### config.mk
export PLATFORM = sky130hd
export DESIGN_NAME = victim_mru_flat
export DESIGN_NICKNAME = d
export VERILOG_FILES = /design/src/common/memctrl_pkg.sv /design/src/common/plru_if.sv /design/src/hw/dir/victim_mru.sv /design/src/flat_wrapper.sv
export SDC_FILE = /design/constraint.sdc
export NUM_CORES = 1
export LEC_CHECK = 0
export BUFFER_PORTS_ARGS = -buffer_cell sky130_fd_sc_hd__buf_2
export CAP_MARGIN = 20
export CORE_ASPECT_RATIO = 1.4
export CORE_MARGIN = 3
export CORE_UTILIZATION = 40
export DETAILED_ROUTE_END_ITERATION = 10
export GPL_ROUTABILITY_DRIVEN = 0
export SETUP_SLACK_MARGIN = 0.4
export SLEW_MARGIN = 20
export SYNTH_ARGS = -nofsm -noshare
export SYNTH_HDL_FRONTEND = slang
export SYNTH_SLANG_ARGS = --single-unit
### constraint.sdc
create_clock -name clk_i -period 3.3 [get_ports clk_i]
set_input_delay 0.165 -clock clk_i [delete_from_list [all_inputs] [get_ports clk_i]]
set_output_delay 0.165 -clock clk_i [all_outputs]
set_load 0.02 [all_outputs]
### src/common/memctrl_pkg.sv
`default_nettype none

package memctrl_pkg;

    // Cache geometry
    localparam int unsigned NUM_WAYS   = 4;
    localparam int unsigned NUM_SETS   = 16;
    localparam int unsigned CL_WORDS   = 4;
    localparam int unsigned WORD_WIDTH = 32;
    localparam int unsigned TAG_WIDTH  = 8;

    // Derived widths
    localparam int unsigned SET_WIDTH       = $clog2(NUM_SETS);
    localparam int unsigned WORD_IDX_WIDTH  = $clog2(CL_WORDS);
    localparam int unsigned DATA_ADDR_WIDTH = SET_WIDTH + WORD_IDX_WIDTH;
    localparam int unsigned BE_WIDTH        = WORD_WIDTH / 8;
    localparam int unsigned DATA_DEPTH      = NUM_SETS * CL_WORDS;

    typedef logic [SET_WIDTH-1:0]      set_t;
    typedef logic [TAG_WIDTH-1:0]      tag_t;
    typedef logic [WORD_IDX_WIDTH-1:0] word_idx_t;
    typedef logic [NUM_WAYS-1:0]       way_vec_t;
    typedef logic [WORD_WIDTH-1:0]     data_word_t;
    typedef logic [BE_WIDTH-1:0]       be_t;

    // One directory entry per set and way
    typedef struct packed {
        logic valid;
        tag_t tag;
    } dir_entry_t;

    localparam int unsigned DIR_ENTRY_WIDTH = $bits(dir_entry_t);

    typedef enum logic {
        INIT_CLEAR,
        INIT_DONE
    } init_state_e;

    // Directory access granted in the current cycle
    typedef enum logic [2:0] {
        DIR_IDLE,
        DIR_INIT,
        DIR_MATCH,
        DIR_SEL_VICTIM,
        DIR_REFILL
    } dir_op_e;

endpackage

`default_nettype wire

### src/common/plru_if.sv
`timescale 1ns/1ps
`default_nettype none

interface plru_if;
    import memctrl_pkg::*;

    // MRU update after a lookup
    logic     updt;
    set_t     updt_set;
    way_vec_t updt_way;

    // Replacement side
    logic     repl;
    set_t     repl_set;
    way_vec_t repl_valid;
    way_vec_t victim_way;

    modport ctrl (
        output updt, updt_set, updt_way,
        output repl, repl_set, repl_valid,
        input  victim_way
    );

    modport sel (
        input  updt, updt_set, updt_way,
        input  repl, repl_set, repl_valid,
        output victim_way
    );

endinterface

`default_nettype wire

### src/hw/dir/victim_mru.sv
`timescale 1ns/1ps
`default_nettype none

module victim_mru (
    input  wire logic clk_i,
    input  wire logic rst_ni,
    plru_if.sel       plru
);
    import memctrl_pkg::*;

    way_vec_t [NUM_SETS-1:0] mru_q;
    way_vec_t [NUM_SETS-1:0] mru_d;
    way_vec_t                cur_mru;
    way_vec_t                invalid_ways;

    // Mark a way as recently used, restart the set once every bit would be set
    function automatic way_vec_t mru_next(way_vec_t cur, way_vec_t way);
        way_vec_t nxt;
        nxt = cur | way;
        if (&nxt) begin
            nxt = way;
        end
        return nxt;
    endfunction

    // Lowest set bit of a vector, zero if none
    function automatic way_vec_t lowest_way(way_vec_t v);
        way_vec_t ret;
        ret = '0;
        for (int i = NUM_WAYS - 1; i >= 0; i--) begin
            if (v[i]) begin
                ret = way_vec_t'(1) << i;
            end
        end
        return ret;
    endfunction

    assign cur_mru      = mru_q[plru.repl_set];
    assign invalid_ways = ~plru.repl_valid;

    // Invalid ways go first, otherwise the lowest way not recently used
    assign plru.victim_way = (|invalid_ways) ? lowest_way(invalid_ways)
                                             : lowest_way(~cur_mru);

    always_comb begin
        for (int s = 0; s < NUM_SETS; s++) begin
            mru_d[s] = mru_q[s];
            if (plru.updt && plru.updt_set == set_t'(s)) begin
                mru_d[s] = mru_next(mru_d[s], plru.updt_way);
            end
            if (plru.repl && plru.repl_set == set_t'(s)) begin
                mru_d[s] = mru_next(mru_d[s], plru.victim_way);
            end
        end
    end

    always_ff @(posedge clk_i or negedge rst_ni) begin
        if (!rst_ni) begin
            mru_q <= '0;
        end else begin
            mru_q <= mru_d;
        end
    end

endmodule

`default_nettype wire

### src/flat_wrapper.sv
// flat-port wrapper written by rule: the top's interface ports become plain ports
module victim_mru_flat import memctrl_pkg::*;
  (clk_i, rst_ni, plru_updt, plru_updt_set, plru_updt_way, plru_repl, plru_repl_set, plru_repl_valid, plru_victim_way);
  plru_if plru_i ();
  input  wire logic clk_i;
  input  wire logic rst_ni;
  input wire logic [$bits(plru_i.updt)-1:0] plru_updt;
  input wire logic [$bits(plru_i.updt_set)-1:0] plru_updt_set;
  input wire logic [$bits(plru_i.updt_way)-1:0] plru_updt_way;
  input wire logic [$bits(plru_i.repl)-1:0] plru_repl;
  input wire logic [$bits(plru_i.repl_set)-1:0] plru_repl_set;
  input wire logic [$bits(plru_i.repl_valid)-1:0] plru_repl_valid;
  output wire logic [$bits(plru_i.victim_way)-1:0] plru_victim_way;
  assign plru_i.updt = plru_updt;
  assign plru_i.updt_set = plru_updt_set;
  assign plru_i.updt_way = plru_updt_way;
  assign plru_i.repl = plru_repl;
  assign plru_i.repl_set = plru_repl_set;
  assign plru_i.repl_valid = plru_repl_valid;
  assign plru_victim_way = plru_i.victim_way;
  victim_mru u_core (.clk_i(clk_i), .rst_ni(rst_ni), .plru(plru_i));
endmodule
==> impl_metrics.env <==
export IMPL_status="complete, no violations"
export IMPL_synth_nets=589
export IMPL_path_max_fanout=15
export IMPL_cp_start_kind="flip-flop"
export IMPL_insertion_delay_ns=0.33
export IMPL_antennaDiodeCount=0
export IMPL_die_w_um=102
export IMPL_arrival_ns=2.62
export IMPL_fin_nets=607
export IMPL_die_area_um2=14300
export IMPL_area_delta_synth_final_pct=11.5
export IMPL_gr_total_overflow=0
export IMPL_cellPowerDensity_nw_per_um2=682
export IMPL_start_util_pct=41.2
export IMPL_min_period_ns=2.78
export IMPL_setup_violations=0
export IMPL_cts_clk_slew_worst_paths_ns=0.05
export IMPL_synthesis_area_um2=5150
export IMPL_viasPerCell=7.46
export IMPL_path_cells="mux4_1 -> a22oi_1 -> nand3_1 -> a21boi_4 -> a21oi_2 -> buf_6 -> inv_1 -> buf_2"
export IMPL_fin_skew_ns=0.00578
export IMPL_first_iter_violations=850
export IMPL_worst_pin_slew_ns=0.757
export IMPL_routedWlPerCell_um=26.0
export IMPL_grt_max_degree=48
export IMPL_synth_top_area_cell="dfrtp_1"
export IMPL_synth_distinct_cells=51
export IMPL_drtAntennaViolNets=0
export IMPL_cts_made_buffers=9
export IMPL_crit_slowest_cell="mux4_1"
export IMPL_cts_sinks=64
export IMPL_r2r_slack_ns=0.71
export IMPL_grt_pass1_vias=5440
export IMPL_relSlewSlack_pct=49.2
export IMPL_synthFlopType="dfrtp_1"
export IMPL_fillers=1218
export IMPL_rsz0062_at_grt="false"
export IMPL_synthCells=569
export IMPL_drt_first_pass_iters=6
export IMPL_timing_setup_tns_ns=0
export IMPL_maxSlewViolCount=0
export IMPL_antenna_found_initial=0
export IMPL_hpwl_um=13800
export IMPL_top_register="u_core.mru_q"
export IMPL_core_area_um2=12500
export IMPL_drive_above_1_share_pct=15.6
export IMPL_vias=5518
export IMPL_power_leakage_nw=2.23
export IMPL_die_y_um=140
export IMPL_finalHoldViolCount=0
export IMPL_slowest_delay_ns=0.51
export IMPL_peakVddDrop_uv=278
export IMPL_crit_buf_inv=3
export IMPL_finalCritPeriodShare_pct=84.3
export IMPL_num_io_pins=24
export IMPL_yosys_top_cells_area="dfrtp_1 (31%), a22oi_1 (8.3%), o22ai_1 (8.0%)"
export IMPL_synth_edff_count=0
export IMPL_groute_usage_overall_pct=27.2
export IMPL_holdWs_ns=0.260
export IMPL_largest_reg_flops=64
export IMPL_cpLargestDelayFamily="compound AO/OA/AOI/OAI gates"
export IMPL_wirelength_um=19300
export IMPL_end_kind="output pin"
export IMPL_yosysSeqAreaShare_pct=31.1
export IMPL_yosysTopAreaCellShare_pct=31.1
export IMPL_io_buffers=23
export IMPL_cap_violations=0
export IMPL_hold_path_class="in -> reg"
export IMPL_htree_levels=3
export IMPL_grt_pass1_wl_um=30200
export IMPL_max_clock_freq_mhz=359
export IMPL_route_detailed_drc=0
export IMPL_crit_type="reg -> out"
export IMPL_num_rows=48
export IMPL_synth_seq_cells=64
export IMPL_yosys_warnings=0
export IMPL_avgSynthCellArea_um2=9.05
export IMPL_synth_async_reset_ratio_pct=100
export IMPL_cts_tree="done"
export IMPL_cp_required_ns=3.13
export IMPL_cts_root_buf="clkbuf_16"
export IMPL_cts_setup_buffers=0
export IMPL_top_regs="u_core.mru_q: 64 flops"
export IMPL_clock_path_buffers=2
## report_power, final
group          leakage [nW]  internal [mW]  switching [mW]
clock                 0.135          0.562           0.335
combinational          1.36          0.681           0.814
sequential            0.738           1.12           0.407
## cells in the final DEF, fill, tap and decap left out, types with 16 or more instances in the layout
cell type,netlist,layout
buf_2,14,21
o21bai_1,16,16
a211oi_1,22,22
nand2_1,24,24
buf_4,5,27
nor2_1,36,35
a21oi_1,24,24
o22ai_1,66,66
a22oi_1,57,57
o21ai_0,17,17
dfrtp_1,64,64
## logic make-up (layout without fill, tap and decap cells)
group                  after synthesis  count (layout)  synth area share [%]
AO/OA/AOI/OAI                      280             280                  41.2
AND/OR/NAND/NOR                    146             146                  15.2
flip-flops                          64              64                  31.1
buffers and inverters               59              80                  5.59
multiplexers                        20              20                  6.97
## cell type report
cell class / count / area [um2] / share of cell area, %
inverter: 14 / 52.6 / 0.915
timing repair buffer: 52 / 357 / 6.21
clock buffer: 14 / 274 / 4.77
multi-input combinational: 446 / 3270 / 57.0
sequential: 64 / 1600 / 27.9
tap: 150 / 188 / 3.27
## through the flow
step           cells  area (um2)  util [%]  setup slack, ns  total power [mW]
2_1_floorplan    569        5150         -             1.02              2.47
3_3_place_gp     725        5450      43.6            0.440              2.94
3_5_place_dp     725        5450      43.6            0.381              2.96
4_1_cts          739        5730      45.8            0.467              3.88
5_1_grt          740        5740      46.0            0.415              4.13
6_report         740        5740      46.0            0.518              3.92
## routing by layer
| layer | track usage (%) | vias up | part of all wire [%] |
|---|---|---|---|
| met4 | 13.3 | 0 | 5.1 |
| met1 | 34.8 | 2672 | 38 |
| met2 | 42.7 | 388 | 48 |
| met3 | 6.73 | 87 | 8.9 |
| met5 | 0 | - | 0 |
| li1 | - | 2371 | - |
## worst paths after layout
| check | startpoint | to | cells after the start |
|---|---|---|---|
| min reg2reg | u_core.mru_q[55] | u_core.mru_q[55] | 2 |
| max reg2reg | u_core.mru_q[9] | u_core.mru_q[0] | 8 |
| min | plru_updt_way[3] | u_core.mru_q[63] | 3 |
| min in group asynchronous | rst_ni | u_core.mru_q[28] | 2 |
| max in group asynchronous | rst_ni | u_core.mru_q[36] | 3 |
| max | u_core.mru_q[9] | plru_victim_way[3] | 8 |
## tightest hold or removal path, stage by stage
cell	delay, ns
buf_2	0.14
a22oi_1	0.10
o22ai_1	0.13
## cell usage after synthesis, types with 3 or more instances
library cell,count
a21o_1,4
o21bai_1,16
a211oi_2,3
a221o_1,13
inv_1,14
nand2_1,24
o2111ai_1,4
o22ai_1,66
o22a_1,11
a221oi_1,3
nand4b_1,7
clkbuf_1,20
a21oi_2,6
buf_2,14
buf_4,5
a211oi_1,22
a21oi_1,24
o221ai_1,9
dfrtp_1,64
nand3b_1,3
and2_1,4
mux4_2,10
buf_6,4
and3_1,4
a2111oi_4,4
nor3_1,14
nand2b_1,7
or4_1,5
a22o_1,13
o21ai_0,17
nor2b_1,8
nand3_1,13
mux2i_1,7
nor2_1,36
nor3b_1,11
a22oi_1,57
## timing repair
item | in CTS | in global routing
endpoints found under the setup margin | 1 | 2
hold endpoints to repair | 0 | 43
hold buffers | 0 | 1
pin swaps | 0 | 0
resized for setup | 1 | 2
(Power assumes the default switching activity.)
