--- config.mk ---
export PLATFORM = sky130hd
export DESIGN_NAME = dir_ctrl_flat
export DESIGN_NICKNAME = d
export VERILOG_FILES = /design/src/common/memctrl_pkg.sv /design/src/common/plru_if.sv /design/src/hw/sram_1rw.sv /design/src/hw/dir/dir_ctrl.sv /design/src/flat_wrapper.sv
export SDC_FILE = /design/constraint.sdc
export NUM_CORES = 1
export LEC_CHECK = 0
export CORE_MARGIN = 4
export CORE_UTILIZATION = 40
export CTS_BUF_LIST = sky130_fd_sc_hd__clkbuf_8
export CTS_CLUSTER_SIZE = 28
export DETAILED_ROUTE_END_ITERATION = 10
export DONT_BUFFER_PORTS = 1
export PLACE_DENSITY = 0.52
export SLEW_MARGIN = 20
export SYNTH_ARGS = -nofsm -noshare
export SYNTH_HDL_FRONTEND = slang
export SYNTH_HIERARCHICAL = 1
export SYNTH_SLANG_ARGS = --single-unit
--- constraint.sdc ---
create_clock -name clk_i -period 4.2 [get_ports clk_i]
set_input_delay 0.21 -clock clk_i [delete_from_list [all_inputs] [get_ports clk_i]]
set_output_delay 0.21 -clock clk_i [all_outputs]
set_load 0.01 [all_outputs]
--- src/common/memctrl_pkg.sv ---
`default_nettype none

package memctrl_pkg;

    // Cache geometry
    localparam int unsigned NUM_WAYS   = 4;
    localparam int unsigned NUM_SETS   = 16;
    localparam int unsigned CL_WORDS   = 4;
    localparam int unsigned WORD_WIDTH = 32;
    localparam int unsigned TAG_WIDTH  = 8;

    // Derived widths
    localparam int unsigned SET_WIDTH       = $clog2(NUM_SETS);
    localparam int unsigned WORD_IDX_WIDTH  = $clog2(CL_WORDS);
    localparam int unsigned DATA_ADDR_WIDTH = SET_WIDTH + WORD_IDX_WIDTH;
    localparam int unsigned BE_WIDTH        = WORD_WIDTH / 8;
    localparam int unsigned DATA_DEPTH      = NUM_SETS * CL_WORDS;

    typedef logic [SET_WIDTH-1:0]      set_t;
    typedef logic [TAG_WIDTH-1:0]      tag_t;
    typedef logic [WORD_IDX_WIDTH-1:0] word_idx_t;
    typedef logic [NUM_WAYS-1:0]       way_vec_t;
    typedef logic [WORD_WIDTH-1:0]     data_word_t;
    typedef logic [BE_WIDTH-1:0]       be_t;

    // One directory entry per set and way
    typedef struct packed {
        logic valid;
        tag_t tag;
    } dir_entry_t;

    localparam int unsigned DIR_ENTRY_WIDTH = $bits(dir_entry_t);

    typedef enum logic {
        INIT_CLEAR,
        INIT_DONE
    } init_state_e;

    // Directory access granted in the current cycle
    typedef enum logic [2:0] {
        DIR_IDLE,
        DIR_INIT,
        DIR_MATCH,
        DIR_SEL_VICTIM,
        DIR_REFILL
    } dir_op_e;

endpackage

`default_nettype wire

--- src/common/plru_if.sv ---
`timescale 1ns/1ps
`default_nettype none

interface plru_if;
    import memctrl_pkg::*;

    // MRU update after a lookup
    logic     updt;
    set_t     updt_set;
    way_vec_t updt_way;

    // Replacement side
    logic     repl;
    set_t     repl_set;
    way_vec_t repl_valid;
    way_vec_t victim_way;

    modport ctrl (
        output updt, updt_set, updt_way,
        output repl, repl_set, repl_valid,
        input  victim_way
    );

    modport sel (
        input  updt, updt_set, updt_way,
        input  repl, repl_set, repl_valid,
        output victim_way
    );

endinterface

`default_nettype wire

--- src/hw/sram_1rw.sv ---
`timescale 1ns/1ps
`default_nettype none

module sram_1rw #(
    parameter int unsigned DATA_WIDTH = 32,
    parameter int unsigned DEPTH      = 64,
    localparam int unsigned BEW       = (DATA_WIDTH + 7) / 8,
    localparam int unsigned AW        = $clog2(DEPTH)
) (
    input  wire logic                  clk_i,
    input  wire logic                  cs_i,
    input  wire logic                  we_i,
    input  wire logic [BEW-1:0]        be_i,
    input  wire logic [AW-1:0]         addr_i,
    input  wire logic [DATA_WIDTH-1:0] wdata_i,
    output logic      [DATA_WIDTH-1:0] rdata_o
);

    logic [DATA_WIDTH-1:0] mem_q [DEPTH];

    // Bit i follows byte enable i/8, so the last enable covers any leftover bits
    always_ff @(posedge clk_i) begin
        if (cs_i && we_i) begin
            for (int i = 0; i < DATA_WIDTH; i++) begin
                if (be_i[i/8]) begin
                    mem_q[addr_i][i] <= wdata_i[i];
                end
            end
        end
    end

    // Read data holds until the next read
    always_ff @(posedge clk_i) begin
        if (cs_i && !we_i) begin
            rdata_o <= mem_q[addr_i];
        end
    end

endmodule

`default_nettype wire

--- src/hw/dir/dir_ctrl.sv ---
`timescale 1ns/1ps
`default_nettype none

module dir_ctrl (
    input  wire logic                  clk_i,
    input  wire logic                  rst_ni,
    output logic                       ready_o,
    output memctrl_pkg::way_vec_t      hit_way_o,
    output memctrl_pkg::way_vec_t      victim_way_o,
    input  wire logic                  match_i,
    input  wire memctrl_pkg::set_t     match_set_i,
    input  wire memctrl_pkg::tag_t     match_tag_i,
    input  wire logic                  update_lru_i,
    input  wire logic                  sel_victim_i,
    input  wire logic                  refill_i,
    input  wire memctrl_pkg::set_t     refill_set_i,
    input  wire memctrl_pkg::tag_t     refill_tag_i,
    plru_if.ctrl                       plru
);
    import memctrl_pkg::*;

    init_state_e               state_q;
    set_t                      init_set_q;
    dir_op_e                   dir_op;
    set_t                      dir_addr;
    way_vec_t                  dir_cs;
    way_vec_t                  dir_we;
    dir_entry_t                dir_wentry;
    dir_entry_t [NUM_WAYS-1:0] dir_rentry;
    set_t                      req_set_q;
    tag_t                      req_tag_q;
    logic                      match_q;

    // Clear one set per cycle after reset
    always_ff @(posedge clk_i or negedge rst_ni) begin
        if (!rst_ni) begin
            state_q    <= INIT_CLEAR;
            init_set_q <= '0;
        end else if (state_q == INIT_CLEAR) begin
            init_set_q <= init_set_q + 1'b1;
            if (init_set_q == set_t'(NUM_SETS - 1)) begin
                state_q <= INIT_DONE;
            end
        end
    end

    assign ready_o = (state_q == INIT_DONE);

    // Access priority: init, lookup, victim read, refill write
    always_comb begin
        if (state_q == INIT_CLEAR) begin
            dir_op = DIR_INIT;
        end else if (match_i) begin
            dir_op = DIR_MATCH;
        end else if (sel_victim_i) begin
            dir_op = DIR_SEL_VICTIM;
        end else if (refill_i) begin
            dir_op = DIR_REFILL;
        end else begin
            dir_op = DIR_IDLE;
        end
    end

    always_comb begin
        dir_addr   = req_set_q;
        dir_cs     = '0;
        dir_we     = '0;
        dir_wentry = '0;
        case (dir_op)
            DIR_INIT: begin
                dir_addr = init_set_q;
                dir_cs   = '1;
                dir_we   = '1;
            end
            DIR_MATCH: begin
                dir_addr = match_set_i;
                dir_cs   = '1;
            end
            DIR_SEL_VICTIM: begin
                dir_addr = refill_set_i;
                dir_cs   = '1;
            end
            DIR_REFILL: begin
                dir_addr         = refill_set_i;
                dir_cs           = plru.victim_way;
                dir_we           = plru.victim_way;
                dir_wentry.valid = 1'b1;
                dir_wentry.tag   = refill_tag_i;
            end
            default: begin
                dir_cs = '0;
            end
        endcase
    end

    for (genvar w = 0; w < NUM_WAYS; w++) begin : gen_dir_ram
        sram_1rw #(
            .DATA_WIDTH (DIR_ENTRY_WIDTH),
            .DEPTH      (NUM_SETS)
        ) u_dir_ram (
            .clk_i   (clk_i),
            .cs_i    (dir_cs[w]),
            .we_i    (dir_we[w]),
            .be_i    ('1),
            .addr_i  (dir_addr),
            .wdata_i (dir_wentry),
            .rdata_o (dir_rentry[w])
        );

        assign hit_way_o[w] = match_q && dir_rentry[w].valid &&
                              (dir_rentry[w].tag == req_tag_q);
        assign plru.repl_valid[w] = dir_rentry[w].valid;
    end

    // Set and tag of the last read, compared one cycle later
    always_ff @(posedge clk_i) begin
        if (dir_op == DIR_MATCH || dir_op == DIR_SEL_VICTIM) begin
            req_set_q <= dir_addr;
        end
        if (dir_op == DIR_MATCH) begin
            req_tag_q <= match_tag_i;
        end
    end

    always_ff @(posedge clk_i or negedge rst_ni) begin
        if (!rst_ni) begin
            match_q <= 1'b0;
        end else begin
            match_q <= (dir_op == DIR_MATCH);
        end
    end

    assign plru.updt     = update_lru_i;
    assign plru.updt_set = req_set_q;
    assign plru.updt_way = hit_way_o;
    assign plru.repl     = refill_i;
    assign plru.repl_set = refill_i ? refill_set_i : req_set_q;

    assign victim_way_o = plru.victim_way;

endmodule

`default_nettype wire

--- src/flat_wrapper.sv ---
// flat-port wrapper written by rule: the top's interface ports become plain ports
module dir_ctrl_flat import memctrl_pkg::*;
  (clk_i, rst_ni, ready_o, hit_way_o, victim_way_o, match_i, match_set_i, match_tag_i, update_lru_i, sel_victim_i, refill_i, refill_set_i, refill_tag_i, plru_updt, plru_updt_set, plru_updt_way, plru_repl, plru_repl_set, plru_repl_valid, plru_victim_way);
  plru_if plru_i ();
  input  wire logic clk_i;
  input  wire logic rst_ni;
  output logic ready_o;
  output memctrl_pkg::way_vec_t hit_way_o;
  output memctrl_pkg::way_vec_t victim_way_o;
  input  wire logic match_i;
  input  wire memctrl_pkg::set_t match_set_i;
  input  wire memctrl_pkg::tag_t match_tag_i;
  input  wire logic update_lru_i;
  input  wire logic sel_victim_i;
  input  wire logic refill_i;
  input  wire memctrl_pkg::set_t refill_set_i;
  input  wire memctrl_pkg::tag_t refill_tag_i;
  output wire logic [$bits(plru_i.updt)-1:0] plru_updt;
  output wire logic [$bits(plru_i.updt_set)-1:0] plru_updt_set;
  output wire logic [$bits(plru_i.updt_way)-1:0] plru_updt_way;
  output wire logic [$bits(plru_i.repl)-1:0] plru_repl;
  output wire logic [$bits(plru_i.repl_set)-1:0] plru_repl_set;
  output wire logic [$bits(plru_i.repl_valid)-1:0] plru_repl_valid;
  input wire logic [$bits(plru_i.victim_way)-1:0] plru_victim_way;
  assign plru_updt = plru_i.updt;
  assign plru_updt_set = plru_i.updt_set;
  assign plru_updt_way = plru_i.updt_way;
  assign plru_repl = plru_i.repl;
  assign plru_repl_set = plru_i.repl_set;
  assign plru_repl_valid = plru_i.repl_valid;
  assign plru_i.victim_way = plru_victim_way;
  dir_ctrl u_core (.clk_i(clk_i), .rst_ni(rst_ni), .ready_o(ready_o), .hit_way_o(hit_way_o), .victim_way_o(victim_way_o), .match_i(match_i), .match_set_i(match_set_i), .match_tag_i(match_tag_i), .update_lru_i(update_lru_i), .sel_victim_i(sel_victim_i), .refill_i(refill_i), .refill_set_i(refill_set_i), .refill_tag_i(refill_tag_i), .plru(plru_i));
endmodule
==> results of run 1 <==
## cell type report
class | instances | area share, %
Inverter | 1 | 0.0132
Timing Repair Buffer | 84 | 2.49
Sequential cell | 630 | 66.3
Multi-Input combinational cell | 582 | 20.7
Clock inverter | 82 | 1.45
Tap cell | 837 | 3.68
Clock buffer | 111 | 5.37
Antenna cell | 3 | 0.0264
## worst paths after layout
check | startpoint | slack, ns | endpoint | depth (start not counted)
worst min register to register | u_core/init_set_q[3]$_DFFE_PN0N_ | 0.54 | u_core/init_set_q[3]$_DFFE_PN0N_ | 1
max in group asynchronous | rst_ni | 3.40 | u_core/match_q$_DFF_PN0_ | 2
worst max-delay path | u_core/ready_o$_DFF_PN0_ | 0.66 | u_core/gen_dir_ram[0].u_dir_ram/mem_q[15][3]$_DFFE_PP_ | 6
worst max register to register | u_core/ready_o$_DFF_PN0_ | 0.66 | u_core/gen_dir_ram[0].u_dir_ram/mem_q[15][3]$_DFFE_PP_ | 6
worst min-delay path | refill_tag_i[2] | 0.08 | u_core/gen_dir_ram[0].u_dir_ram/mem_q[1][2]$_DFFE_PP_ | 1
min in group asynchronous | rst_ni | 0.51 | u_core/init_set_q[1]$_DFFE_PN0N_ | 2
## power breakdown
part	switching, mW	internal [mW]	total, mW	leakage, nW
Sequential	0.0766	6.96	7.04	6.17
Clock	2.38	2.61	4.99	1.10
Combinational	0.502	0.365	0.866	2.54
Total	2.96	9.94	12.9	9.81
## routing by layer
metal | up-vias | part of all wire (%)
li1 | 5441 | -
met1 | 6601 | 46
met2 | 365 | 45
met3 | 79 | 6.9
met4 | 2 | 1.9
met5 | - | 0.017
## registers in the layout, summed over array words and instances, names as in the netlist
| register | flops |
|---|---|
| u_core/match_q | 1 |
| u_core/ready_o | 1 |
| u_core/gen_dir_ram.u_dir_ram/rdata_o | 36 |
| u_core/plru.updt_set | 4 |
| u_core/gen_dir_ram.u_dir_ram/mem_q | 576 |
| u_core/req_tag_q | 8 |
| u_core/init_set_q | 4 |
## what timing repair did
item	in CTS	in global routing
setup buffers	0	0
hold buffers	11	0
hold endpoints to repair	15	0
## worst max-delay path, stage by stage, from the launching register on
cell and delay (ns):
dfrtp_1 0.55, or4b_4 0.30, nor2_1 0.06, a211oi_4 0.78
buf_4 0.31, nand2_1 0.31, nor2_1 0.81
## cell families after synthesis
family / share of synthesized area [%]
xor+xnor: 1.22
buf+inv: 2.03
other cells: 0.0149
simple gates: 5.40
mux: 13.9
fa+ha+maj: 0.0496
compound gates: 2.43
flops: 74.9
## cell usage after synthesis, types with 4 or more instances
cell type,number
edfxtp_1,624
nor2_1,144
mux4_2,88
nand2_1,73
a22oi_1,72
mux4_1,56
xnor2_1,35
clkbuf_1,32
nor2b_1,20
buf_2,18
nand3_1,16
and2_1,14
buf_4,14
buf_6,14
and3_1,9
buf_1,9
nand2b_1,9
dfrtp_1,6
nor3_1,6
mux2_2,5
or2_2,5
nand4_1,4
o21ai_0,4
## through the flow
step | instances | setup WS, ns
5_1_grt | 2327 | 0.434
4_1_cts | 2327 | 0.658
6_report | 2330 | 0.657
3_5_place_dp | 2123 | 0.679
3_3_place_gp | 2123 | 0.840
2_1_floorplan | 1300 | 0.671
==> run metrics, run 1 <==
layout cells sized above 1=21.1%; worst min-delay path category=in -> reg; Core ar.=0.0621 sq mm; post-synthesis instance area=0.0252 sq mm; FF/Latch Area=0.0189 sq mm; Post-Syn Instances=1,293; initial antenna violation count=5; Period Utilization, post-route=84.4%; FP Rows=91; pwr/cell area=453 mW/mm^2; synthesized flop and latch total=630; clock latency on the worst-skew pair=0.68 ns; final WL=59,700 microns; ys async rst share=0.952%; Final Max Tran Viols=0; vias in the first global route=12,900; Worst IR Drop VDD=0.000194 V; Die ar.=0.0671 sq mm; Worst Tran Pin Value=1.04 ns; Multi-input gate area=0.00588 sq mm; hold violation total from the final report=0; fin area=0.0285 sq mm; Worst Setup Start Kind=flip-flop; WS Path Type=reg -> reg; final setup vio count=0; CP Capture Type=flip-flop; Clock Path Buffers=3; CTS root buf=clkbuf_8; RSZ-0062 raised after global routing=no; post-synth top area share=74.3%; Overflow after GRT=0; Lkg Pwr=9.81 nW; top post-synthesis cells by area=edfxtp_1 74%, mux4_2 7.9%, mux4_1 5.8%; Initial Util=40.6%; GRT busiest layer=met2; Distinct cells, synth=34; post-cts gate resize count=0; largest net degree at the start of global routing=65; placed cell area=0.0264 sq mm; crit path time final=3.54 ns; Max Freq=282 MHz; drt pass-1 iters=5; Ports=61; GRT met2 Usage=26.5%; Slew HR=30.8%; Nets=1,438; Fin Hold WS=0.0786 ns; Total Routing Usage GR=17.9%; gpl congestion=0.771; routing usage on met1=26.4%; buffers added on ports=0; setup_tns=0 ns; Synth Flop Type=edfxtp_1; status=complete, no violations; Worst-path clk slew=0.06 ns; Detail Placement HPWL=36,700 microns; initial drt markers=1,106; commonest cells after routing, fill and taps aside=624 x edfxtp_1, 144 x nor2_1, 111 x clkbuf_8, 88 x mux4_2, 73 x nand2_1; Fillers=5,273; area leader, netlist=edfxtp_1; fin util=45.9%; warning count from the yosys run=6; Vias=12,500; max_cap viols=0; CTS Sinks=630; CTS buffer count=104; met3 Use GR=4.78%; CTS H-Tree Depth=3; Critical Path Fanout Max=21; Syn Area/Cell=19.5 sq um; Via density=5.36; post-synthesis sequential area ratio=74.9%; Post-synth EDFFs=624; DR WL/cell=25.6 microns; commonest non-fill, non-tap cell in the layout=edfxtp_1; first-pass GRT wire length=87,500 microns; Post-DRT Antenna Nets=0; CTS tree=done; data arrival time of the worst path=3.84 ns; Final Power=12.9 mW; Die Wd=259 microns; DR DRC count=0; clk_skew=0.0217 ns; Required @ worst endpoint=4.49 ns; area delta synth->final=13.0%; die extent in y=259 microns
(Power assumes the default switching activity.)
==> run 2, diff against run 1 <==
clock period = 3.3 ns   (was 4.2 ns; I/O delays follow)
==> run 2 against run 1 <==
Compared with the run above: register-to-register slack got worse by 0.43 ns; final cell count increased by 1.5%; total power increased by 25%; global-route usage decreased by 0.21 points; core utilization increased by 0.63 points; die area unchanged; count of clock-buffer cells in the layout decreased by 5; worst setup slack got worse by 0.43 ns; sequential cell count unchanged; worst hold slack improved by 0.019 ns; critical path depth increased by 4; clock power increased by 20%; critical endpoint is now u_core/gen_dir_ram[1].u_dir_ram/rdata_o[0]$_DFFE_PP_; largest cell class unchanged.
==> run metrics, run 2 (synthesized netlist as in run 1, its figures left out) <==
status=complete, no violations; Nets=1,483 (+3.1%); reg-to-reg startpoint=u_core/ready_o$_DFF_PN0_; final WL=59,300 microns (-0.80%); Largest register FFs=576 (unchanged); CTS Sinks=630 (unchanged); hold depth=2 (+1); Worst Tran Pin Value=1.08 ns (+0.0492 ns); Ports=61 (unchanged); Lkg Pwr=10.1 nW (+2.5%); crit path time final=3.07 ns (-0.474 ns); Post-DRT Antenna Nets=0 (unchanged); postcts setup bufs=0 (unchanged); fin area=0.0289 sq mm (+1.4%); Worst IR Drop VDD=0.000245 V (+26%); RSZ-0062 raised after global routing=no; data arrival time of the worst path=3.47 ns (-0.37 ns); min-delay src=refill_tag_i[0]; worst stage delay on the critical path=0.53 ns (-0.28 ns); CTS H-Tree Depth=3 (unchanged); Period Utilization, post-route=93.0% (+8.6 points); FF/Latch Area=0.0189 sq mm (unchanged); routing usage on met1=26.4% (+0.056 points); cells on worst reg2reg path=10 (+4); commonest non-fill, non-tap cell in the layout=edfxtp_1; Slew HR=27.5% (-3.4 points); layout cells sized above 1=23.4% (+2.2 points); met3 Use GR=4.62% (-0.16 points); CTS buffer count=103 (-0.96%); FP Rows=91 (unchanged); initial drt markers=1,050 (-5.1%); Worst Setup Start Kind=flip-flop; final setup vio count=0 (unchanged); area delta synth->final=14.5%; max_cap viols=0 (unchanged); largest net degree at the start of global routing=65 (unchanged); CP Cell Sequence=buf_4, nand2_1, o22ai_1, nor3_2, buf_12, buf_4, buf_4, mux4_2, a22oi_1, nand2_1; first-pass GRT wire length=86,600 microns (-1.1%); Total Routing Usage GR=17.7% (-0.21 points); DR DRC count=0 (unchanged); Via density=5.32 (-0.74%); Final Power=16.1 mW (+25%); largest reg by FF count=u_core/gen_dir_ram.u_dir_ram/mem_q; Core ar.=0.0621 sq mm (unchanged); most used cell, CP=buf_4; GRT met2 Usage=26.1% (-0.35 points); DR WL/cell=25.1 microns (-2.3%); placed cell area=0.0269 sq mm (+2.0%); Largest regs=u_core/gen_dir_ram.u_dir_ram/mem_q: 576 flops, u_core/gen_dir_ram.u_dir_ram/rdata_o: 36 flops, u_core/req_tag_q: 8 flops; Die ar.=0.0671 sq mm (unchanged); worst min-delay path category=in -> reg; crit path max-delay cell type=mux4_2; Die Wd=259 microns (unchanged); clock latency on the worst-skew pair=0.67 ns (about the same); initial antenna violation count=3 (-2); fin util=46.5% (+0.63 points); setup_tns=0 ns (unchanged); Multi-input gate area=0.00589 sq mm (+0.19%); R2R Setup Slk=0.23 ns (-0.43 ns); Vias=12,600 (+0.79%); clk_skew=0.0252 ns (+0.00357 ns); pwr/cell area=559 mW/mm^2 (+23%); Worst-path clk slew=0.06 ns (about the same); buffers added on ports=0 (unchanged); Max Freq=326 MHz (+15%); Fillers=5,266 (-0.13%); CTS tree=done; Critical Path Fanout Max=20 (-4.8%); WS Path Type=reg -> reg; GRT busiest layer=met1; die extent in y=259 microns (unchanged); CP Capture Type=flip-flop; Overflow after GRT=0 (unchanged); vias in the first global route=12,900 (-0.054%); commonest cells after routing, fill and taps aside=624 x edfxtp_1, 143 x nor2_1, 106 x clkbuf_8, 101 x buf_4, 88 x mux4_2; Required @ worst endpoint=3.70 ns (-0.79 ns); hold violation total from the final report=0 (unchanged); Detail Placement HPWL=37,100 microns (+1.1%); RR Endpoint=u_core/gen_dir_ram[1].u_dir_ram/rdata_o[0]$_DFFE_PP_; Clock Path Buffers=3 (unchanged); gpl congestion=0.758 (-1.7%); Initial Util=40.6% (unchanged); CTS root buf=clkbuf_8; drt pass-1 iters=5 (unchanged); Final Max Tran Viols=0 (unchanged); WHS Endpoint=u_core/gen_dir_ram[3].u_dir_ram/mem_q[2][0]$_DFFE_PP_
## run 2: cell count changes in the layout (fill, tap and decap cells not counted), moves of 2 or more
cell       previous run  this run
buf_12                4        18
buf_4                69       101
clkinv_1             34        22
bufinv_16             3         1
clkbuf_8            111       106
diode_2               3         6
inv_1                32        37
## run 2: how the worst max path moves through the flow
stage,start,end,slack [ns],depth (start not counted)
2_1_floorplan,u_core/ready_o$_DFF_PN0_,u_core/gen_dir_ram[0].u_dir_ram/mem_q[0][0]$_DFFE_PP_,0.20,3
3_3_place_gp,u_core/ready_o$_DFF_PN0_,u_core/gen_dir_ram[1].u_dir_ram/rdata_o[0]$_DFFE_PP_,0.29,10
3_5_place_dp,u_core/ready_o$_DFF_PN0_,u_core/gen_dir_ram[1].u_dir_ram/rdata_o[0]$_DFFE_PP_,0.23,10
4_1_cts,u_core/ready_o$_DFF_PN0_,u_core/gen_dir_ram[1].u_dir_ram/rdata_o[0]$_DFFE_PP_,0.22,10
5_1_grt,u_core/ready_o$_DFF_PN0_,u_core/gen_dir_ram[1].u_dir_ram/rdata_o[0]$_DFFE_PP_,0.02,10
6_report,u_core/ready_o$_DFF_PN0_,u_core/gen_dir_ram[1].u_dir_ram/rdata_o[0]$_DFFE_PP_,0.23,10
## run 2: final cells by class
| class | instances | area share [%] |
|---|---|---|
| flip-flops and latches | 630 | 65.4 |
| multi-input cells | 582 | 20.4 |
| clock buffers | 106 | 5.05 |
| repair buffers | 130 | 4.26 |
| well taps | 837 | 3.63 |
| clock inverters | 74 | 1.15 |
| diodes | 6 | 0.0520 |
| inverters | 1 | 0.0130 |
## run 2: through the flow
| stage | setup WS [ns] | cells | hold slack, ns |
|---|---|---|---|
| global route | 0.0215 | 2361 | 0.0492 |
| global placement | 0.292 | 2169 | -0.130 |
| detailed placement | 0.233 | 2169 | -0.130 |
| floorplan | 0.203 | 1300 | -0.131 |
| finish | 0.231 | 2366 | 0.0978 |
| CTS | 0.216 | 2360 | 0.0329 |
## run 2: power by group
| group | switching (mW) | total (mW) | internal, mW |
|---|---|---|---|
| clock | 2.95 | 5.99 | 3.03 |
| sequential | 0.0941 | 8.96 | 8.86 |
| combinational | 0.661 | 1.18 | 0.523 |
| total | 3.71 | 16.1 | 12.4 |
## run 2: worst max-delay path: cells and delay by family (launching register included)
family,cells,cell delay (ns)
AO/OA/AOI/OAI,2,0.38
buffers and inverters,4,0.88
flip-flops,1,0.46
multiplexers,1,0.53
AND/OR/NAND/NOR,3,0.55
## run 2: timing repair
item,in CTS,in global routing
gates resized for setup,0,1
hold buffers,11,0
endpoints found under the hold margin,15,0
endpoints found under the setup margin,0,5
## run 2: per-layer routing
layer	wire length (microns)	share of wire, %
met1	27200	46
met2	26900	45
met3	4330	7.3
met4	830	1.4
met5	0	0
